[src/hw/cpuConfig.svh]
`ifndef CPU_CONFIG_SVH
`define CPU_CONFIG_SVH

// Datapath and register file widths
`define DATA_BITS 32
`define REG_NO_BITS 4
`define IMM_BITS 16

// Reset program counter
`define START_PC 32'h100

// Memory depths as log2 of the word count
`define IMEM_WORD_BITS 10
`define DMEM_WORD_BITS 10

// Memory-mapped outputs live at and above IO_BASE
`define IO_BASE 32'hFFFFF000
`define ADDR_HEX 32'hFFFFF000
`define ADDR_LEDR 32'hFFFFF020

// Output device sizes
`define LEDR_BITS 10
`define HEX_DIGITS 6
`define HEX_RESET 24'hFEDEAD

`endif

[src/hw/cpuPkg.sv]
`include "cpuConfig.svh"

package cpuPkg;

  typedef logic [`DATA_BITS-1:0] word_t;
  typedef logic [`REG_NO_BITS-1:0] regNo_t;
  typedef logic [`IMM_BITS-1:0] imm_t;

  // Primary opcode, instruction bits 31:26
  typedef enum logic [5:0] {
    ALUR = 6'b000000,
    BEQ  = 6'b001000,
    BLT  = 6'b001001,
    BLE  = 6'b001010,
    BNE  = 6'b001011,
    JAL  = 6'b001100,
    LW   = 6'b010010,
    SW   = 6'b011010,
    ADDI = 6'b100000,
    ANDI = 6'b100100,
    ORI  = 6'b100101,
    XORI = 6'b100110
  } op1_e;

  // Secondary opcode for ALUR, instruction bits 25:18
  typedef enum logic [7:0] {
    EQ   = 8'b00001000,
    LT   = 8'b00001001,
    LE   = 8'b00001010,
    NE   = 8'b00001011,
    ADD  = 8'b00100000,
    AND  = 8'b00100100,
    OR   = 8'b00100101,
    XOR  = 8'b00100110,
    SUB  = 8'b00101000,
    NAND = 8'b00101100,
    NOR  = 8'b00101101,
    NXOR = 8'b00101110,
    RSHF = 8'b00110000,
    LSHF = 8'b00110001
  } op2_e;

  typedef struct packed {
    word_t inst;
    word_t pcPlus4;
  } feLatch_t;

  typedef struct packed {
    op1_e   op1;
    op2_e   op2;
    word_t  imm;
    word_t  rsVal;
    word_t  rtVal;
    word_t  pcPlus4;
    regNo_t writeNo;
    logic   isBranch;
    logic   isJump;
    logic   readMem;
    logic   writeMem;
    logic   writeReg;
  } idLatch_t;

  typedef struct packed {
    word_t  result;
    word_t  storeData;
    regNo_t writeNo;
    logic   readMem;
    logic   writeMem;
    logic   writeReg;
  } exLatch_t;

  typedef struct packed {
    logic   en;
    regNo_t no;
    word_t  value;
  } regWrite_t;

  typedef struct packed {
    word_t addr;
    word_t wrData;
    logic  write;
  } ioReq_t;

endpackage

[src/hw/executeStage.sv]
`timescale 1ns/100ps
`include "cpuConfig.svh"

module executeStage import cpuPkg::*; (
  input  logic     clk,
  input  logic     reset,
  input  idLatch_t idIn,
  output word_t    aluResult,
  output logic     redirect,
  output word_t    redirectPc,
  output regNo_t   exWriteNo,
  output logic     exWriteEn,
  output exLatch_t exOut
);

  word_t a;
  word_t b;
  word_t offset;
  logic  branchCond;

  assign a = idIn.rsVal;
  assign b = idIn.rtVal;

  always_comb begin
    case (idIn.op1)
      ALUR: begin
        case (idIn.op2)
          EQ:      aluResult = word_t'(a == b);
          LT:      aluResult = word_t'($signed(a) < $signed(b));
          LE:      aluResult = word_t'($signed(a) <= $signed(b));
          NE:      aluResult = word_t'(a != b);
          ADD:     aluResult = a + b;
          AND:     aluResult = a & b;
          OR:      aluResult = a | b;
          XOR:     aluResult = a ^ b;
          SUB:     aluResult = a - b;
          NAND:    aluResult = ~(a & b);
          NOR:     aluResult = ~(a | b);
          NXOR:    aluResult = a ~^ b;
          RSHF:    aluResult = a >> b;
          LSHF:    aluResult = a << b;
          default: aluResult = '0;
        endcase
      end
      JAL:          aluResult = idIn.pcPlus4;
      LW, SW, ADDI: aluResult = a + idIn.imm;
      ANDI:         aluResult = a & idIn.imm;
      ORI:          aluResult = a | idIn.imm;
      XORI:         aluResult = a ^ idIn.imm;
      default:      aluResult = '0;
    endcase
  end

  // Signed branch compares
  always_comb begin
    case (idIn.op1)
      BEQ:     branchCond = a == b;
      BLT:     branchCond = $signed(a) < $signed(b);
      BLE:     branchCond = $signed(a) <= $signed(b);
      BNE:     branchCond = a != b;
      default: branchCond = 1'b0;
    endcase
  end

  // Word offset, so the immediate counts instructions
  assign offset     = idIn.imm << 2;
  assign redirect   = (idIn.isBranch && branchCond) || idIn.isJump;
  assign redirectPc = idIn.isJump ? a + offset : idIn.pcPlus4 + offset;

  always_ff @(posedge clk or posedge reset) begin
    if (reset) begin
      exOut <= '0;
    end else begin
      exOut.result    <= aluResult;
      exOut.storeData <= b;
      exOut.writeNo   <= idIn.writeNo;
      exOut.readMem   <= idIn.readMem;
      exOut.writeMem  <= idIn.writeMem;
      exOut.writeReg  <= idIn.writeReg;
    end
  end

  // Writer now in memory, seen by decode
  assign exWriteNo = exOut.writeNo;
  assign exWriteEn = exOut.writeReg;

endmodule

[config.mk]
export PLATFORM = sky130hd
export DESIGN_NAME = executeStage
export DESIGN_NICKNAME = d
export VERILOG_FILES = /design/src/hw/cpuPkg.sv /design/src/hw/executeStage.sv
export VERILOG_INCLUDE_DIRS = /design/src /design/src/hw
export SDC_FILE = /design/constraint.sdc
export NUM_CORES = 1
export LEC_CHECK = 0
export BUFFER_PORTS_ARGS = -buffer_cell sky130_fd_sc_hd__buf_2
export CORE_MARGIN = 2
export CORE_UTILIZATION = 44
export CTS_CLUSTER_DIAMETER = 60
export DETAILED_ROUTE_END_ITERATION = 7
export MAX_ROUTING_LAYER = met4
export PLACE_DENSITY = 0.72
export SYNTH_ARGS = -nofsm -noshare
export SYNTH_HDL_FRONTEND = slang
export SYNTH_SLANG_ARGS = --single-unit
[constraint.sdc]
create_clock -name clk -period 6.31 [get_ports clk]
set_input_delay 0.3155 -clock clk [delete_from_list [all_inputs] [get_ports clk]]
set_output_delay 0.3155 -clock clk [all_outputs]
set_load 0.02 [all_outputs]
==> qor.yml <==
p_clk_share_pct: 21.7
layout-drive-gt1-share_pct: 19.3
path_clk_slew_ns: 0.07
stdcell_area_mm2: 0.0182
arrival_ns: 4.74
seqPwrFrac_pct: 18.4
cp-endpoint: "redirectPc[31]"
drt-total-wl_um: 81500
ant_nets: 0
grt-ovfl-total: 0
cts.root.buffer_cell: "clkbuf_16"
syn_nets: 2534
fill_cells: 3582
post-route-drc-count: 2
syn_inst: 2188
regArea_mm2: 0.00178
violations: "design-rule violations"
ios: 294
ctsResizeCount: 0
required_ns: 5.99
dp_slack_ns: 1.36
worstPathCellList: "buf_2, mux2i_1, inv_1, ha_1, a21o_1, a21oi_1, o211ai_1, and2_1, a2111oi_0, buf_4, o211ai_1, a2111oi_0, o21bai_1, a21oi_1, xnor2_1, buf_2"
finalCritPeriodShare_pct: 80.1
outcome: "finished, violations left"
min_path_type: "in2reg"
io_buffers: 293
die_w_um: 195
tns_ns: 0
p_int_mw: 1.31
dp_hpwl_um: 63400
clockBufferDepth: 2
vias: 19000
synthesis.area_mm2: 0.0161
rows: 69
area.growth.synth_to_final_pct: 13.5
multi_input_area_mm2: 0.0131
startpoint: "idIn[3]"
crit_type: "in2out"
design.die.area_mm2: 0.0380
cts_htree_levels: 3
max_freq_mhz: 198
netSwitchingFraction_pct: 49.8
yosys_warnings: 0
drv_cap: 0
cts_buffers: 9
initial_core_util_pct: 44.9
cts_tree: "done"
synth_seq_cells: 71
gp_congestion: 1.04
rsz0062_at_grt: "false"
p_leak_nw: 8.56
hold_buffers: 1
grt_pass1_wl_um: 118000
end_kind: "output pin"
synth_enable_flop_cells: 0
peakVddDrop_mv: 0.142
wl_per_cell_um: 28.5
ys_seq_area_share_pct: 11.1
min_period_ns: 5.05
nNetsFinal: 2735
powerDensity_mw_per_mm2: 143
slowest_stage: "buf_2"
viasPerCell: 6.64
finalPower_mw: 2.61
drtIter0Drc: 2146
setup_viol_count_final: 0
die_h_um: 195
post-cts-setup-buffer-count: 0
finalMaxSlewViolations: 0
tightestPinTransition_ns: 1.24
syn_avg_cell_area_um2: 7.34
finalHoldViolCount: 0
switchingPower_mw: 1.30
power_frac_comb_pct: 59.8
path_max_fanout: 33
dr.pass1.iters: 8
cpPeakStageDelay_ns: 0.64
grt_pass1_vias: 17800
grt_use_total_pct: 42.9
setup_slack_ns: 1.26
core_mm2: 0.0357
place_area_mm2: 0.0179
cts.sinks: 71
yosys_most_used_dff: "dfrtp_1"
async_flop_share_pct: 100
relSlewSlack_pct: 16.8
synth.distinct_cells: 75
grt_max_degree: 69
startpoint_type: "primary input"
grt_antenna_before_repair: 5
==> power groups by stage <==
stage | combinational (mW) | sequential [mW] | clock, mW
floorplan | 0.974 | 0.519 | 0
global placement | 1.50 | 0.490 | 0
detailed placement | 1.51 | 0.490 | 0
CTS | 1.52 | 0.481 | 0.572
global route | 1.66 | 0.483 | 0.579
finish | 1.56 | 0.481 | 0.567
==> how the worst min path moves through the flow <==
stage / start / endpoint / cells after the start
after floorplan: idIn[44] / exOut[10] / 0
after global routing: idIn[7] / exWriteNo[2] / 1
after CTS: idIn[7] / exWriteNo[2] / 1
final: idIn[8] / exWriteNo[3] / 1
after global placement: reset / exOut[2] / 2
after detailed placement: reset / exOut[1] / 2
==> synthesized netlist by cell type, types with 48 or more instances <==
| cell type | n | share of area (%) |
|---|---|---|
| a21oi_1 | 190 | 5.9 |
| xnor2_1 | 66 | 3.6 |
| mux2i_1 | 89 | 5.5 |
| nor2_1 | 181 | 4.2 |
| ha_1 | 189 | 15 |
| o21ai_0 | 155 | 4.8 |
| mux2_2 | 48 | 3.4 |
| clkbuf_1 | 115 | 2.7 |
| nand2_1 | 199 | 4.7 |
| dfrtp_1 | 71 | 11 |
| inv_1 | 152 | 3.6 |
==> through the flow <==
stage	cells	util [%]	hold WS [ns]
floorplan	2188	-	0.347
global placement	2838	50.1	0.373
detailed placement	2838	50.1	0.377
CTS	2855	51.0	0.0159
global route	2856	51.0	0.0226
finish	2857	51.0	0.0250
==> layer usage <==
| metal | vias to the layer above | share of wire, % | wire (um) | global-route usage, % |
|---|---|---|---|---|
| met2 | 1199 | 43 | 34800 | 62.8 |
| li1 | 8445 | - | - | - |
| met4 | 0 | 5.0 | 4110 | 19.4 |
| met1 | 9132 | 41 | 33800 | 56.5 |
| met5 | - | 0 | 0 | - |
| met3 | 184 | 11 | 8830 | 9.08 |
==> critical path: cells and delay by family <==
kind | cells | cell delay [ns]
AOI/OAI and AO/OA | 8 | 2.27
buffers and inverters | 4 | 1.14
muxes | 1 | 0.35
adders and majority gates | 1 | 0.27
and+or+nand+nor | 1 | 0.22
xor gates and xnor gates | 1 | 0.13
==> cell usage in the layout (no fill, tap or decap), types with 32 or more instances in the layout <==
cell type	netlist	layout
mux2i_1	89	89
nor3_1	40	38
o21ai_0	155	155
ha_1	189	189
xor2_1	45	45
a21oi_1	190	190
dfrtp_1	71	71
buf_2	11	291
nor2_1	181	181
a211oi_1	37	37
a21o_1	45	45
nand3_1	42	42
buf_4	5	53
xnor2_1	66	66
a221oi_1	43	43
nand2_1	199	199
o211ai_1	32	32
mux2_2	48	48
inv_1	152	151
==> state kept, by name (all words and copies together), names as in the netlist <==
| name | cells |
|---|---|
| exWriteNo | 4 |
| exWriteEn | 1 |
| exOut | 66 |
==> cells by family after synthesis <==
logic type | after synthesis | share of synthesized area [%]
compound gates | 750 | 30.9
xor+xnor | 111 | 6.05
fa+ha+maj | 193 | 15.2
buf+inv | 314 | 7.54
flops | 71 | 11.1
mux | 165 | 12.8
simple gates | 584 | 16.4
==> final cells by class <==
type | instances | area share, %
Timing Repair Buffer | 346 | 10.3
Sequential cell | 71 | 9.75
Clock buffer | 10 | 1.31
Multi-Input combinational cell | 1803 | 71.9
Inverter | 158 | 3.26
Antenna cell | 2 | 0.0275
Clock inverter | 6 | 0.288
Tap cell | 461 | 3.16
(Power assumes the default switching activity.)
