File: src/hw/cpuConfig.svh
`ifndef CPU_CONFIG_SVH
`define CPU_CONFIG_SVH

// Datapath and register file widths
`define DATA_BITS 32
`define REG_NO_BITS 4
`define IMM_BITS 16

// Reset program counter
`define START_PC 32'h100

// Memory depths as log2 of the word count
`define IMEM_WORD_BITS 10
`define DMEM_WORD_BITS 10

// Memory-mapped outputs live at and above IO_BASE
`define IO_BASE 32'hFFFFF000
`define ADDR_HEX 32'hFFFFF000
`define ADDR_LEDR 32'hFFFFF020

// Output device sizes
`define LEDR_BITS 10
`define HEX_DIGITS 6
`define HEX_RESET 24'hFEDEAD

`endif

File: src/hw/cpuPkg.sv
`include "cpuConfig.svh"

package cpuPkg;

  typedef logic [`DATA_BITS-1:0] word_t;
  typedef logic [`REG_NO_BITS-1:0] regNo_t;
  typedef logic [`IMM_BITS-1:0] imm_t;

  // Primary opcode, instruction bits 31:26
  typedef enum logic [5:0] {
    ALUR = 6'b000000,
    BEQ  = 6'b001000,
    BLT  = 6'b001001,
    BLE  = 6'b001010,
    BNE  = 6'b001011,
    JAL  = 6'b001100,
    LW   = 6'b010010,
    SW   = 6'b011010,
    ADDI = 6'b100000,
    ANDI = 6'b100100,
    ORI  = 6'b100101,
    XORI = 6'b100110
  } op1_e;

  // Secondary opcode for ALUR, instruction bits 25:18
  typedef enum logic [7:0] {
    EQ   = 8'b00001000,
    LT   = 8'b00001001,
    LE   = 8'b00001010,
    NE   = 8'b00001011,
    ADD  = 8'b00100000,
    AND  = 8'b00100100,
    OR   = 8'b00100101,
    XOR  = 8'b00100110,
    SUB  = 8'b00101000,
    NAND = 8'b00101100,
    NOR  = 8'b00101101,
    NXOR = 8'b00101110,
    RSHF = 8'b00110000,
    LSHF = 8'b00110001
  } op2_e;

  typedef struct packed {
    word_t inst;
    word_t pcPlus4;
  } feLatch_t;

  typedef struct packed {
    op1_e   op1;
    op2_e   op2;
    word_t  imm;
    word_t  rsVal;
    word_t  rtVal;
    word_t  pcPlus4;
    regNo_t writeNo;
    logic   isBranch;
    logic   isJump;
    logic   readMem;
    logic   writeMem;
    logic   writeReg;
  } idLatch_t;

  typedef struct packed {
    word_t  result;
    word_t  storeData;
    regNo_t writeNo;
    logic   readMem;
    logic   writeMem;
    logic   writeReg;
  } exLatch_t;

  typedef struct packed {
    logic   en;
    regNo_t no;
    word_t  value;
  } regWrite_t;

  typedef struct packed {
    word_t addr;
    word_t wrData;
    logic  write;
  } ioReq_t;

endpackage

File: src/hw/decodeStage.sv
`timescale 1ns/100ps
`include "cpuConfig.svh"

module decodeStage import cpuPkg::*; (
  input  logic      clk,
  input  logic      reset,
  input  feLatch_t  feIn,
  input  logic      redirect,
  input  word_t     exFwd,
  input  word_t     memFwd,
  input  regNo_t    exWriteNo,
  input  logic      exWriteEn,
  input  regWrite_t wbIn,
  output logic      stall,
  output idLatch_t  idOut
);

  localparam int numRegs = 1 << `REG_NO_BITS;

  word_t    regs [numRegs];
  op1_e     op1;
  imm_t     immRaw;
  regNo_t   rd;
  regNo_t   rs;
  regNo_t   rt;
  word_t    rsFile;
  word_t    rtFile;
  logic     readsRt;
  logic     rsExDep;
  logic     rtExDep;
  logic     rsMemDep;
  logic     rtMemDep;
  idLatch_t idNext;

  // Instruction fields
  assign op1    = op1_e'(feIn.inst[31:26]);
  assign immRaw = feIn.inst[23:8];
  assign rd     = feIn.inst[11:8];
  assign rs     = feIn.inst[7:4];
  assign rt     = feIn.inst[3:0];

  // Register file, written on the rising edge
  always_ff @(posedge clk or posedge reset) begin
    if (reset) begin
      for (int i = 0; i < numRegs; i++) begin
        regs[i] <= '0;
      end
    end else if (wbIn.en) begin
      regs[wbIn.no] <= wbIn.value;
    end
  end

  // Same-cycle writeback passes straight through
  assign rsFile = (wbIn.en && wbIn.no == rs) ? wbIn.value : regs[rs];
  assign rtFile = (wbIn.en && wbIn.no == rt) ? wbIn.value : regs[rt];

  // JAL, LW and the immediate group never read rt
  assign readsRt = op1 inside {ALUR, BEQ, BLT, BLE, BNE, SW};

  // Writer in execute is our own latch, writer in memory comes from execute
  assign rsExDep  = idOut.writeReg && idOut.writeNo == rs;
  assign rtExDep  = readsRt && idOut.writeReg && idOut.writeNo == rt;
  assign rsMemDep = exWriteEn && exWriteNo == rs;
  assign rtMemDep = readsRt && exWriteEn && exWriteNo == rt;

  // Load result is not ready until the memory stage
  assign stall = idOut.readMem && (rsExDep || rtExDep);

  always_comb begin
    idNext.op1      = op1;
    idNext.op2      = op2_e'(feIn.inst[25:18]);
    idNext.imm      = {{(`DATA_BITS-`IMM_BITS){immRaw[`IMM_BITS-1]}}, immRaw};
    idNext.pcPlus4  = feIn.pcPlus4;
    idNext.writeNo  = (op1 == ALUR) ? rd : rt;
    idNext.isBranch = op1 inside {BEQ, BLT, BLE, BNE};
    idNext.isJump   = op1 == JAL;
    idNext.readMem  = op1 == LW;
    idNext.writeMem = op1 == SW;
    idNext.writeReg = op1 inside {ALUR, ADDI, ANDI, ORI, XORI, LW, JAL};
    // Youngest producer first
    idNext.rsVal = rsExDep ? exFwd : rsMemDep ? memFwd : rsFile;
    idNext.rtVal = rtExDep ? exFwd : rtMemDep ? memFwd : rtFile;
  end

  always_ff @(posedge clk or posedge reset) begin
    if (reset) begin
      idOut <= '0;
    end else if (stall || redirect) begin
      idOut <= '0;
    end else begin
      idOut <= idNext;
    end
  end

endmodule

File: config.mk
export PLATFORM = sky130hd
export DESIGN_NAME = decodeStage
export DESIGN_NICKNAME = d
export VERILOG_FILES = /design/src/hw/cpuPkg.sv /design/src/hw/decodeStage.sv
export VERILOG_INCLUDE_DIRS = /design/src /design/src/hw
export SDC_FILE = /design/constraint.sdc
export NUM_CORES = 1
export LEC_CHECK = 0
export BUFFER_PORTS_ARGS = -buffer_cell sky130_fd_sc_hd__clkbuf_2
export CAP_MARGIN = 15
export CORE_MARGIN = 4
export CORE_UTILIZATION = 50
export DETAILED_ROUTE_END_ITERATION = 7
export PLACE_DENSITY = 0.66
export SKIP_CTS_REPAIR_TIMING = 1
export SLEW_MARGIN = 20
export SYNTH_ARGS = -nofsm -noshare
export SYNTH_HDL_FRONTEND = slang
export SYNTH_SLANG_ARGS = --single-unit
File: constraint.sdc
create_clock -name clk -period 50.4 [get_ports clk]
set_input_delay 2.52 -clock clk [delete_from_list [all_inputs] [get_ports clk]]
set_output_delay 2.52 -clock clk [all_outputs]
set_load 0.05 [all_outputs]
==> flow_metrics.py <==
metrics = {
    "finish": {
        "final_cell_mix": "641 x dfrtp_1, 512 x mux2_2, 317 x clkbuf_2",
        "final_common_cell": "dfrtp_1",
        "layout.nets": 2716,
        "drive_above_1_share_pct": 50.1,
        "fin_area_sq_mm": 0.0380,
        "fillers": 5265,
        "antennaDiodeCount": 0,
        "area_growth_pct": 14.2,
        "final_cells": 3462,
        "utilization_pct": 57.6,
    },
    "setup_path": {
        "cp.required_ps": 47880,
        "cpPeakStageDelay_ps": 670,
        "crit_buf_inv": 3,
        "start_kind": "input port",
        "crit_family": "buffers and inverters",
        "critPathMaxFanout": 35,
        "cp.arrival_ps": 4680,
        "cp_slowest_cell": "buf_4",
        "crit_path_end_kind": "primary output",
        "cp_cell_sequence": "clkbuf_2, buf_4, xor2_1, nor4b_2, o21a_1, clkbuf_2",
        "critical_path_class": "in -> out",
        "cpMostUsedCell": "clkbuf_2",
    },
    "global_routing": {
        "grt_pass1_wl_mm": 153,
        "grt_max_degree": 178,
        "grt_usage_pct": 28.7,
        "grt_pass1_vias": 23800,
        "gr-total-overflow": 0,
        "antenna_found_initial": 4,
    },
    "placement": {
        "dp_slack_ps": 43250,
        "place.port_buffers": 324,
        "place_inst": 3333,
        "dp_hpwl_mm": 59.5,
        "gp_congestion": 0.822,
        "postPlaceCellArea_sq_mm": 0.0354,
    },
    "sta": {
        "worst-slew-pin-transition_ps": 1230,
        "fin_crit_sh_pct": 14.3,
        "setup_tns_ps": 0,
        "rsz0062_at_grt": "false",
        "drv_slew": 0,
        "fin_crit_ps": 7200,
        "clock_skew_ps": 23.2,
        "hold_viol": 0,
        "max_freq_ghz": 0.139,
        "maxSlewHeadroom_pct": 18.0,
        "timing.final.ws_setup_ps": 43200,
        "finalSetupViolCount": 0,
    },
    "floorplan": {
        "start_util_pct": 50.5,
        "fp-row-count": 94,
        "top_level_ports": 325,
        "die_height_um": 266,
        "die_x_um": 266,
        "die-area_sq_mm": 0.0707,
        "core_sq_mm": 0.0659,
    },
    "synth": {
        "yosys.cell_types.count": 52,
        "yosys_register_bits": 641,
        "synth_edf_count": 0,
        "syn_area_per_cell_sq_um": 14.2,
        "syn_nets": 2514,
        "synth-main-ff-cell": "dfrtp_1",
        "yosysWarnings": 0,
        "synth_async_sr_flop_share_pct": 100,
        "ys_seq_area_share_pct": 48.3,
        "postSynthCellCount": 2341,
        "synth_area_sq_mm": 0.0332,
    },
    "clock_tree": {
        "htreeDepth": 3,
        "cts_sinks": 641,
        "cts_tree": "yes",
        "cts_root_buf": "clkbuf_16",
        "path_clk_slew_ps": 60,
        "clock_latency_ps": 610,
        "cts_buffers": 71,
        "clk_path_buf_depth": 3,
    },
    "job": {
        "cap_violations": 0,
    },
    "pwr": {
        "seq_power_share_pct": 43.0,
        "combPwrFrac_pct": 22.1,
        "ir_drop_v": 0.0000289,
        "p_sw_share_pct": 28.3,
        "power.density_mw_per_mm2": 42.9,
        "switching_power_mw": 0.461,
        "leakage_nw": 16.7,
        "power.clock.fraction_pct": 34.9,
        "p_int_mw": 1.17,
    },
    "detailed_routing": {
        "via_count": 22600,
        "dr.pass1.iters": 5,
        "drtAntennaViolNets": 0,
        "wl_mm": 102,
        "wl_per_cell_um": 29.5,
        "drc": 0,
        "drt_iter0_drc": 2092,
        "vias_per_cell": 6.52,
    },
    "outcome": {
        "status": "completed",
    },
    "worst_hold_path": {
        "min_path_type": "reg -> reg",
    },
}
-- cells in the mapped netlist, types with 34 or more instances --
library cell    n  area share, %
mux4_2        251             17
mux2i_1        91            2.7
dfrtp_1       641             48
and2_1         60            1.1
a211oi_1       59            1.3
mux2_2        512             17
buf_2          66           0.99
clkbuf_1      126            1.4
nor2b_1        34           0.64
a21oi_1        42           0.63
nand2_1        80           0.90
inv_1          36           0.41
-- power by group through the flow --
stage	Sequential [mW]	Clock, mW	Combinational (mW)
detailed placement	0.705	0	0.359
CTS	0.697	0.576	0.361
global placement	0.697	0	0.350
floorplan	0.716	0	0.250
finish	0.700	0.568	0.360
global route	0.711	0.599	0.385
-- routing by layer --
layer / track usage (%) / vias up / share of wire [%]
met3: 4.93 / 200 / 7.3
li1: - / 9287 / -
met1: 39.2 / 12000 / 41
met5: 0 / - / 0
met2: 46.8 / 1055 / 48
met4: 10.3 / 0 / 3.2
-- through the flow --
step	hold slack [ps]	power (mW)
detailed placement	511	1.06
finish	524	1.63
global route	533	1.69
floorplan	489	0.966
CTS	525	1.63
global placement	501	1.05
-- cell families (layout without fill, tap and decap cells) --
group	count (synthesis)	in the layout	synth area share, %
flops	641	641	48.3
simple gates	286	286	4.70
compound gates	255	255	5.55
xor+xnor	21	21	0.553
buf+inv	284	541	3.85
mux	854	854	37.1
-- worst paths after layout --
path | start | to | slack, ps | depth (start not counted)
worst max-delay path | feIn[38] | stall | 43200 | 6
worst min-delay path | regs[145]$_DFFE_PP0P_ | regs[145]$_DFFE_PP0P_ | 520 | 1
worst max register to register | idOut[5]$_DFF_PP0_ | idOut[45]$_DFF_PP0_ | 47280 | 7
worst min register to register | regs[145]$_DFFE_PP0P_ | regs[145]$_DFFE_PP0P_ | 520 | 1
max in group asynchronous | reset | regs[121]$_DFFE_PP0P_ | 45270 | 5
min in group asynchronous | reset | idOut[33]$_DFF_PP0_ | 2130 | 2
-- cell type report --
cell class                 count  area, sq um  area share, %
clock buffer                  91         2020           5.31
inverter                      36          143          0.376
clock inverter                37          546           1.44
multi-input combinational   1416        16000           42.3
timing repair buffer         377         2090           5.51
tap                          864         1080           2.85
sequential                   641        16000           42.3
-- flip-flops by register name (all words and copies together), names as in the netlist --
name and count:
idOut 129, regs 512
No activity file was read; power rests on OpenSTA's default activity.
