**config.mk**
```make
export PLATFORM = sky130hd
export DESIGN_NAME = outputPorts
export DESIGN_NICKNAME = d
export VERILOG_FILES = /design/src/hw/cpuPkg.sv /design/src/hw/outputPorts.sv
export VERILOG_INCLUDE_DIRS = /design/src /design/src/hw
export SDC_FILE = /design/constraint.sdc
export NUM_CORES = 1
export LEC_CHECK = 0
export BUFFER_PORTS_ARGS = -buffer_cell sky130_fd_sc_hd__clkbuf_2
export CORE_AREA = 4 4 85 87
export DETAILED_ROUTE_END_ITERATION = 10
export DIE_AREA = 0 0 89 91
export GPL_ROUTABILITY_DRIVEN = 0
export GPL_TIMING_DRIVEN = 0
export PLACE_DENSITY = 0.85
export SYNTH_ARGS = -nofsm -noshare
export SYNTH_HDL_FRONTEND = slang
export SYNTH_SLANG_ARGS = --single-unit
```
**constraint.sdc**
```tcl
create_clock -name clk -period 2.8 [get_ports clk]
set_input_delay 0.28 -clock clk [delete_from_list [all_inputs] [get_ports clk]]
set_output_delay 0.28 -clock clk [all_outputs]
set_load 0.01 [all_outputs]
```
**src/hw/cpuConfig.svh**
```systemverilog
`ifndef CPU_CONFIG_SVH
`define CPU_CONFIG_SVH

// Datapath and register file widths
`define DATA_BITS 32
`define REG_NO_BITS 4
`define IMM_BITS 16

// Reset program counter
`define START_PC 32'h100

// Memory depths as log2 of the word count
`define IMEM_WORD_BITS 10
`define DMEM_WORD_BITS 10

// Memory-mapped outputs live at and above IO_BASE
`define IO_BASE 32'hFFFFF000
`define ADDR_HEX 32'hFFFFF000
`define ADDR_LEDR 32'hFFFFF020

// Output device sizes
`define LEDR_BITS 10
`define HEX_DIGITS 6
`define HEX_RESET 24'hFEDEAD

`endif

```
**src/hw/cpuPkg.sv**
```systemverilog
`include "cpuConfig.svh"

package cpuPkg;

  typedef logic [`DATA_BITS-1:0] word_t;
  typedef logic [`REG_NO_BITS-1:0] regNo_t;
  typedef logic [`IMM_BITS-1:0] imm_t;

  // Primary opcode, instruction bits 31:26
  typedef enum logic [5:0] {
    ALUR = 6'b000000,
    BEQ  = 6'b001000,
    BLT  = 6'b001001,
    BLE  = 6'b001010,
    BNE  = 6'b001011,
    JAL  = 6'b001100,
    LW   = 6'b010010,
    SW   = 6'b011010,
    ADDI = 6'b100000,
    ANDI = 6'b100100,
    ORI  = 6'b100101,
    XORI = 6'b100110
  } op1_e;

  // Secondary opcode for ALUR, instruction bits 25:18
  typedef enum logic [7:0] {
    EQ   = 8'b00001000,
    LT   = 8'b00001001,
    LE   = 8'b00001010,
    NE   = 8'b00001011,
    ADD  = 8'b00100000,
    AND  = 8'b00100100,
    OR   = 8'b00100101,
    XOR  = 8'b00100110,
    SUB  = 8'b00101000,
    NAND = 8'b00101100,
    NOR  = 8'b00101101,
    NXOR = 8'b00101110,
    RSHF = 8'b00110000,
    LSHF = 8'b00110001
  } op2_e;

  typedef struct packed {
    word_t inst;
    word_t pcPlus4;
  } feLatch_t;

  typedef struct packed {
    op1_e   op1;
    op2_e   op2;
    word_t  imm;
    word_t  rsVal;
    word_t  rtVal;
    word_t  pcPlus4;
    regNo_t writeNo;
    logic   isBranch;
    logic   isJump;
    logic   readMem;
    logic   writeMem;
    logic   writeReg;
  } idLatch_t;

  typedef struct packed {
    word_t  result;
    word_t  storeData;
    regNo_t writeNo;
    logic   readMem;
    logic   writeMem;
    logic   writeReg;
  } exLatch_t;

  typedef struct packed {
    logic   en;
    regNo_t no;
    word_t  value;
  } regWrite_t;

  typedef struct packed {
    word_t addr;
    word_t wrData;
    logic  write;
  } ioReq_t;

endpackage

```
**src/hw/outputPorts.sv**
```systemverilog
`timescale 1ns/100ps
`include "cpuConfig.svh"

module outputPorts import cpuPkg::*; (
  input  logic                       clk,
  input  logic                       reset,
  input  ioReq_t                     ioReq,
  output word_t                      ioRdData,
  output logic [`LEDR_BITS-1:0]      ledr,
  output logic [7*`HEX_DIGITS-1:0]   hex
);

  logic [4*`HEX_DIGITS-1:0] hexReg;

  // Active-low segments, bit 6 is segment g
  function automatic logic [6:0] sevenSeg(input logic [3:0] nibble);
    case (nibble)
      4'h0: return 7'b1000000;
      4'h1: return 7'b1111001;
      4'h2: return 7'b0100100;
      4'h3: return 7'b0110000;
      4'h4: return 7'b0011001;
      4'h5: return 7'b0010010;
      4'h6: return 7'b0000010;
      4'h7: return 7'b1111000;
      4'h8: return 7'b0000000;
      4'h9: return 7'b0010000;
      4'hA: return 7'b0001000;
      4'hB: return 7'b0000011;
      4'hC: return 7'b1000110;
      4'hD: return 7'b0100001;
      4'hE: return 7'b0000110;
      default: return 7'b0001110;
    endcase
  endfunction

  always_ff @(posedge clk or posedge reset) begin
    if (reset) begin
      ledr <= '0;
      hexReg <= `HEX_RESET;
    end else if (ioReq.write) begin
      if (ioReq.addr == `ADDR_LEDR) begin
        ledr <= ioReq.wrData[`LEDR_BITS-1:0];
      end
      if (ioReq.addr == `ADDR_HEX) begin
        hexReg <= ioReq.wrData[4*`HEX_DIGITS-1:0];
      end
    end
  end

  // Readback, zero for unmapped addresses
  assign ioRdData = (ioReq.addr == `ADDR_LEDR) ? word_t'(ledr) :
                    (ioReq.addr == `ADDR_HEX)  ? word_t'(hexReg) : '0;

  // Digit 0 is the lowest nibble
  for (genvar i = 0; i < `HEX_DIGITS; i++) begin : g_digit
    assign hex[7*i +: 7] = sevenSeg(hexReg[4*i +: 4]);
  end

endmodule

```
==> reports/qor.json, run 1 <==
{
  "first_pass_iters": {"value": 4},
  "clockPowerShare": {"value": 37.5, "unit": "%"},
  "critPathMostFrequentCell": {"value": "clkbuf_2"},
  "ctsResizeCount": {"value": 0},
  "post-synth-top-area-cell": {"value": "dfstp_2"},
  "data_required_time_of_the_critical_path": {"value": 2.52, "unit": "ns"},
  "whs": {"value": 0.102, "unit": "ns"},
  "synthDistinctLibCells": {"value": 39},
  "cellLeakagePower": {"value": 2.09, "unit": "nW"},
  "placed_cells_incl_taps": {"value": 549},
  "critical-path-slowest-cell": {"value": "or4b_4"},
  "synth_sequential_area_ratio": {"value": 26.9, "unit": "%"},
  "clock-sinks": {"value": 34},
  "first_global_vias": {"value": 2901},
  "worst_ep_arrival_time": {"value": 2.30, "unit": "ns"},
  "post_synth_most_frequent_cells": {"value": "ha_1, nor2_1, mux2i_1"},
  "routed_wl": {"value": 8.59, "unit": "mm"},
  "grt_remaining_overflow": {"value": 0},
  "min-delay-path-class": {"value": "in2async"},
  "yosysWarningCount": {"value": 0},
  "post-route-min-period": {"value": 2.58, "unit": "ns"},
  "fin_worst_skew": {"value": 0, "unit": "ns"},
  "placement.io_buffers": {"value": 133},
  "critical_path.startpoint_type": {"value": "input port"},
  "clock.fmax": {"value": 388, "unit": "MHz"},
  "p_per_area": {"value": 224, "unit": "mW/mm^2"},
  "die-area": {"value": 0.00810, "unit": "mm^2"},
  "final_hold_viol_count": {"value": 0},
  "path_cells": {"value": "clkbuf_2, or4b_4, nor4_4, nand2_1, clkbuf_1, nor3b_1, clkbuf_2"},
  "dp.final_hpwl": {"value": 6.82, "unit": "mm"},
  "vdd_ir_drop_max": {"value": 246, "unit": "uV"},
  "grt.total_usage": {"value": 21.1, "unit": "%"},
  "cts.path.max_buffers": {"value": 2},
  "cts_hold_repair.buffers": {"value": 0},
  "r2r_start": {"value": "hexReg[23]$_DFFE_PP1P_"},
  "critPathMaxFanout": {"value": 10},
  "core_area": {"value": 0.00635, "unit": "mm^2"},
  "syn_area": {"value": 0.00325, "unit": "mm^2"},
  "tightestPinTransition": {"value": 0.744, "unit": "ns"},
  "number_of_buffers_created_by_cts": {"value": 5},
  "syn_area_per_cell": {"value": 9.78, "unit": "um^2"},
  "synth_seq_cells": {"value": 34},
  "vias": {"value": 2954},
  "finalCoreUtilization": {"value": 64.9, "unit": "%"},
  "wire_per_inst": {"value": 15.4, "unit": "um"},
  "vias_per_cell": {"value": 5.30},
  "run_status": {"value": "completed"},
  "rows": {"value": 29},
  "path_class": {"value": "in2out"},
  "num-fill-cells": {"value": 529},
  "rrSetupSlack": {"value": 1.37, "unit": "ns"},
  "switching_share": {"value": 22.9, "unit": "%"},
  "insertedDiodeCount": {"value": 0},
  "synthArstFlopShare": {"value": 100, "unit": "%"},
  "flow.area_growth_from_synthesis": {"value": 26.9, "unit": "%"},
  "worst_reg_to_reg_cells": {"value": 3},
  "grt_max_degree": {"value": 35},
  "most_frequent_cell_after_synthesis": {"value": "ha_1"},
  "clk_pin_slew_worst_paths": {"value": 0.07, "unit": "ns"},
  "rsz0062_at_grt": {"value": "no"},
  "postSynthCellCount": {"value": 332},
  "die_y": {"value": 91, "unit": "um"},
  "setup_violators_final": {"value": 0},
  "drcViolationCount": {"value": 0},
  "root_buffer": {"value": "clkbuf_8"},
  "post_synth_main_area_contributors": {"value": "dfstp_2, ha_1, dfrtp_1"},
  "post_route_cells_drive_above_1_share": {"value": 45.0, "unit": "%"},
  "drt_iter0_drc": {"value": 90},
  "post-cts-setup-buffer-count": {"value": 0},
  "critical_path.reg2reg.endpoint": {"value": "hexReg[23]$_DFFE_PP1P_"},
  "worst_skew_pair.late_latency": {"value": 0.27, "unit": "ns"},
  "design.final.nets": {"value": 582},
  "final_cell_count_no_fill": {"value": 557},
  "drtAntennaViolNets": {"value": 0},
  "power.combinational.fraction": {"value": 9.1, "unit": "%"},
  "cpPeakStageDelay": {"value": 0.54, "unit": "ns"},
  "fin_crit_sh": {"value": 92.0, "unit": "%"},
  "h-tree-depth": {"value": 2},
  "totalPowerFinal": {"value": 923, "unit": "uW"},
  "start_util": {"value": 51.1, "unit": "%"},
  "max_slew_margin": {"value": 50.4, "unit": "%"},
  "end_kind": {"value": "primary output"},
  "count_of_pins_over_their_slew_limit": {"value": 0},
  "netSwitchingPower": {"value": 211, "unit": "uW"},
  "synth_edf_count": {"value": 0},
  "pin_count": {"value": 151},
  "grt_antenna_before_repair": {"value": 0},
  "cap_violations": {"value": 0},
  "final.setup.tns": {"value": 0, "unit": "ns"},
  "die_w": {"value": 89, "unit": "um"},
  "synth-main-ff-cell": {"value": "dfstp_2"},
  "tritoncts": {"value": "done"},
  "global_route_wire_length_before_repair": {"value": 13.7, "unit": "mm"},
  "synth_largest_type_area_fraction": {"value": 14.6, "unit": "%"},
  "p_int": {"value": 712, "unit": "uW"},
  "seqPwrFrac": {"value": 53.4, "unit": "%"}
}
## sequential cells by signal, indices dropped and copies added, names as in the netlist
signal,cells
hexReg,24
ledr,10
## cells in the final DEF, fill, tap and decap left out, types with 16 or more instances in the layout
| cell type | Yosys | final |
|---|---|---|
| nor2_1 | 28 | 28 |
| dfrtp_1 | 16 | 16 |
| nand2_1 | 21 | 21 |
| mux2_4 | 20 | 20 |
| clkbuf_1 | 17 | 20 |
| clkbuf_2 | 0 | 133 |
| inv_1 | 18 | 17 |
| mux2_2 | 17 | 17 |
| o21ai_0 | 22 | 22 |
| dfstp_2 | 18 | 18 |
| mux2i_1 | 27 | 27 |
| ha_1 | 36 | 36 |
## power groups by stage
stage / clock network, mW / registers, mW / logic [mW]
global route: 0.383 / 0.492 / 0.0930
CTS: 0.361 / 0.492 / 0.0845
floorplan: 0 / 0.501 / 0.0341
finish: 0.347 / 0.492 / 0.0839
global placement: 0 / 0.501 / 0.0825
detailed placement: 0 / 0.501 / 0.0842
## metal layers
metal	vias to the layer above	part of all wire, %	global-route usage, %
met5	-	0	0
li1	1441	-	-
met4	0	1.9	6.45
met1	1380	40	26.3
met3	16	6.6	3.80
met2	117	52	36.4
## worst max-delay path by stage
stage / start / end / slack, ns / cells past startpoint
after floorplan: ioReq[41] / ioRdData[18] / 0.57 / 5
after global placement: ioReq[50] / ioRdData[19] / 0.13 / 7
after detailed placement: ioReq[51] / ioRdData[19] / 0.13 / 7
after CTS: ioReq[50] / ioRdData[19] / 0.11 / 7
after global routing: ioReq[41] / ioRdData[18] / 0.03 / 7
final: ioReq[41] / ioRdData[19] / 0.22 / 7
## kinds of logic (layout without fill, tap and decap cells)
logic type	Yosys count	after routing	share of synthesized area, %
fa+ha+maj	36	36	13.9
compound gates	48	48	9.25
flops	34	34	26.9
buf+inv	47	188	6.82
mux	68	68	26.3
simple gates	98	98	16.8
other cells	1	8	0.116
## metrics by stage
stage	area (um^2)	setup slack, ns
2_1_floorplan	3270	0.573
3_3_place_gp	4030	0.132
3_5_place_dp	4030	0.133
4_1_cts	4110	0.112
5_1_grt	4120	0.0303
6_report	4120	0.225
## critical path, delay by kind of cell
family                 cells  cell delay [ns]
AND/OR/NAND/NOR            4             1.45
buffers and inverters      3             0.56
## area by class of cell
type | count | area [um^2] | area share (%)
tap | 77 | 96.3 | 2.34
clock buffer | 8 | 80.1 | 1.94
timing repair buffer | 133 | 666 | 16.2
inverter | 18 | 67.6 | 1.64
sequential | 34 | 873 | 21.2
buffer | 29 | 154 | 3.74
multi-input combinational | 258 | 2180 | 53.0
No activity file was read; power rests on OpenSTA's default activity.
==> run 2: changes to the inputs <==
--- a/config.mk
+++ b/config.mk
@@ -13,6 +13,7 @@
 export GPL_ROUTABILITY_DRIVEN = 0
 export GPL_TIMING_DRIVEN = 0
 export PLACE_DENSITY = 0.85
+export REMOVE_ABC_BUFFERS = 1
 export SYNTH_ARGS = -nofsm -noshare
 export SYNTH_HDL_FRONTEND = slang
 export SYNTH_SLANG_ARGS = --single-unit
==> run 2 against run 1 <==
Final area shrank 2.6%. Die area did not move. First-iteration DRC count decreased by 3.3%. Routed wire length shrank 7.9%. Global-route usage shrank 1.7 points. Largest power group unchanged.
==> reports/qor.json, run 2 (synthesis gave the netlist of run 1 again) <==
{
  "critPathMaxFanout": {"value": 24, "change": "+14"},
  "worst_ep_arrival_time": {"value": 2.34, "unit": "ns", "change": "+0.04 ns"},
  "drcViolationCount": {"value": 0, "change": "unchanged"},
  "clock-sinks": {"value": 34, "change": "unchanged"},
  "first_pass_iters": {"value": 4, "change": "unchanged"},
  "detailedPlace.worstSlack": {"value": -0.0496, "unit": "ns", "change": "-0.183 ns"},
  "critical-path-slowest-cell": {"value": "nor4_1"},
  "grt_max_degree": {"value": 35, "change": "unchanged"},
  "postLayoutSetupSlackWorst": {"value": 0.175, "unit": "ns", "change": "-0.0493 ns"},
  "post-cts-setup-buffer-count": {"value": 0, "change": "unchanged"},
  "path_cells": {"value": "clkbuf_2, nand4_1, nor4_1, nand2_2, nor3b_1, clkbuf_2"},
  "rows": {"value": 29, "change": "unchanged"},
  "core_area": {"value": 0.00635, "unit": "mm^2", "change": "unchanged"},
  "top_register": {"value": "hexReg"},
  "p_per_area": {"value": 234, "unit": "mW/mm^2", "change": "+4.5%"},
  "rsz0062_at_grt": {"value": "no"},
  "post-route-min-period": {"value": 2.62, "unit": "ns", "change": "+0.0493 ns"},
  "cap_violations": {"value": 0, "change": "unchanged"},
  "worst_skew_pair.late_latency": {"value": 0.27, "unit": "ns", "change": "about the same"},
  "min-delay-path-class": {"value": "in2reg"},
  "clk_pin_slew_worst_paths": {"value": 0.06, "unit": "ns", "change": "about the same"},
  "dp.final_hpwl": {"value": 6.10, "unit": "mm", "change": "-11%"},
  "vias": {"value": 2853, "change": "-3.4%"},
  "path_buf_inv": {"value": 2, "change": "-1"},
  "rrSetupSlack": {"value": 1.81, "unit": "ns", "change": "+0.44 ns"},
  "totalPowerFinal": {"value": 940, "unit": "uW", "change": "+1.8%"},
  "number_of_flip_flops_under_the_largest_register_name": {"value": 24, "change": "unchanged"},
  "design.final.nets": {"value": 556, "change": "-4.5%"},
  "vias_per_cell": {"value": 5.37, "change": "+1.3%"},
  "whs": {"value": 0.238, "unit": "ns", "change": "+0.136 ns"},
  "critPathTopFamily": {"value": "simple AND/OR/NAND/NOR gates"},
  "h-tree-depth": {"value": 2, "change": "unchanged"},
  "fin_worst_skew": {"value": 0, "unit": "ns", "change": "unchanged"},
  "drtAntennaViolNets": {"value": 0, "change": "unchanged"},
  "largest_registers": {"value": "hexReg: 24 flops, ledr: 10 flops"},
  "clock.fmax": {"value": 381, "unit": "MHz", "change": "-1.9%"},
  "tritoncts": {"value": "done"},
  "critical_path.startpoint_type": {"value": "input port"},
  "die-area": {"value": 0.00810, "unit": "mm^2", "change": "unchanged"},
  "root_buffer": {"value": "clkbuf_8"},
  "routed_wl": {"value": 7.91, "unit": "mm", "change": "-7.9%"},
  "flow.area_growth_from_synthesis": {"value": 23.7, "unit": "%"},
  "first_global_vias": {"value": 2779, "change": "-4.2%"},
  "number_of_buffers_created_by_cts": {"value": 5, "change": "unchanged"},
  "num-fill-cells": {"value": 534, "change": "+0.95%"},
  "grt.total_usage": {"value": 19.4, "unit": "%", "change": "-1.7 points"},
  "final.setup.tns": {"value": 0, "unit": "ns", "change": "unchanged"},
  "wire_per_inst": {"value": 14.9, "unit": "um", "change": "-3.4%"},
  "vdd_ir_drop_max": {"value": 272, "unit": "uV", "change": "+11%"},
  "run_status": {"value": "completed"},
  "max_slew_margin": {"value": 39.6, "unit": "%", "change": "-11 points"},
  "die_w": {"value": 89, "unit": "um", "change": "unchanged"},
  "path_class": {"value": "in2out"},
  "final_common_cell": {"value": "clkbuf_2"},
  "setup_violators_final": {"value": 0, "change": "unchanged"},
  "die_y": {"value": 91, "unit": "um", "change": "unchanged"},
  "end_kind": {"value": "primary output"},
  "placed_cells_incl_taps": {"value": 521, "change": "-5.1%"},
  "final_cell_count_no_fill": {"value": 531, "change": "-4.7%"},
  "data_required_time_of_the_critical_path": {"value": 2.52, "unit": "ns", "change": "about the same"},
  "grt_antenna_before_repair": {"value": 0, "change": "unchanged"},
  "final_hold_viol_count": {"value": 0, "change": "unchanged"},
  "insertedDiodeCount": {"value": 0, "change": "unchanged"},
  "global_route_wire_length_before_repair": {"value": 12.8, "unit": "mm", "change": "-6.5%"},
  "grt_remaining_overflow": {"value": 0, "change": "unchanged"},
  "cellLeakagePower": {"value": 2.04, "unit": "nW", "change": "-2.5%"},
  "pin_count": {"value": 151, "change": "unchanged"},
  "cts.path.max_buffers": {"value": 2, "change": "unchanged"},
  "drt_iter0_drc": {"value": 87, "change": "-3.3%"},
  "start_util": {"value": 51.1, "unit": "%", "change": "unchanged"},
  "fin_crit_sh": {"value": 93.7, "unit": "%", "change": "+1.8 points"},
  "count_of_pins_over_their_slew_limit": {"value": 0, "change": "unchanged"},
  "tightestPinTransition": {"value": 0.898, "unit": "ns", "change": "+0.154 ns"},
  "cpPeakStageDelay": {"value": 0.79, "unit": "ns", "change": "+0.25 ns"},
  "final_cell_mix": {"value": "clkbuf_2, ha_1, nor2_1, mux2i_1, o21ai_0"},
  "placement.io_buffers": {"value": 134, "change": "+0.75%"},
  "critPathMostFrequentCell": {"value": "clkbuf_2"},
  "post_route_cells_drive_above_1_share": {"value": 45.8, "unit": "%", "change": "+0.81 points"}
}
==> run 2: final cells by class <==
type | count | area [um^2] | area share, %
Sequential cell | 34 | 873 | 21.8
Timing Repair Buffer | 136 | 708 | 17.6
Clock buffer | 8 | 90.1 | 2.24
Inverter | 18 | 67.6 | 1.68
Tap cell | 77 | 96.3 | 2.40
Multi-Input combinational cell | 258 | 2180 | 54.3
==> run 2: report_power, final <==
group | leakage [nW] | switching (mW) | internal, mW
clock | 0.0455 | 0.167 | 0.201
combinational | 1.58 | 0.0403 | 0.0397
sequential | 0.409 | 0.0000000108 | 0.492
==> run 2: through the flow <==
step / utilization, % / cell area, um^2
floorplan: - / 3120
global placement: 61.2 / 3880
detailed placement: 61.2 / 3880
CTS: 62.6 / 3980
global route: 63.2 / 4020
finish: 63.2 / 4020
==> run 2: what timing repair did <==
item	in CTS	in global routing
gates resized for setup	1	0
endpoints found under the hold margin	0	1
setup endpoints to repair	8	0
hold buffers	0	1
==> run 2: final timing paths <==
path                                        start                     end  cells past startpoint
setup reg to reg           hexReg[15]$_DFFE_PP1P_  hexReg[15]$_DFFE_PP1P_                      1
hold / removal                          ioReq[13]  hexReg[12]$_DFFE_PP1P_                      2
max in group asynchronous                   reset   hexReg[2]$_DFFE_PP1P_                      4
hold reg to reg               ledr[1]$_DFFE_PP0P_     ledr[1]$_DFFE_PP0P_                      1
setup / recovery                        ioReq[50]            ioRdData[15]                      6
min in group asynchronous                   reset  hexReg[16]$_DFFE_PP0P_                      3
==> run 2: per-layer routing <==
layer / GRT usage [%] / vias to the layer above / share of wire (%)
met5: 0 / - / 0
met4: 4.47 / 0 / 0.82
met3: 4.25 / 4 / 8.2
met2: 34.4 / 116 / 49
met1: 23.6 / 1340 / 41
li1: - / 1393 / -
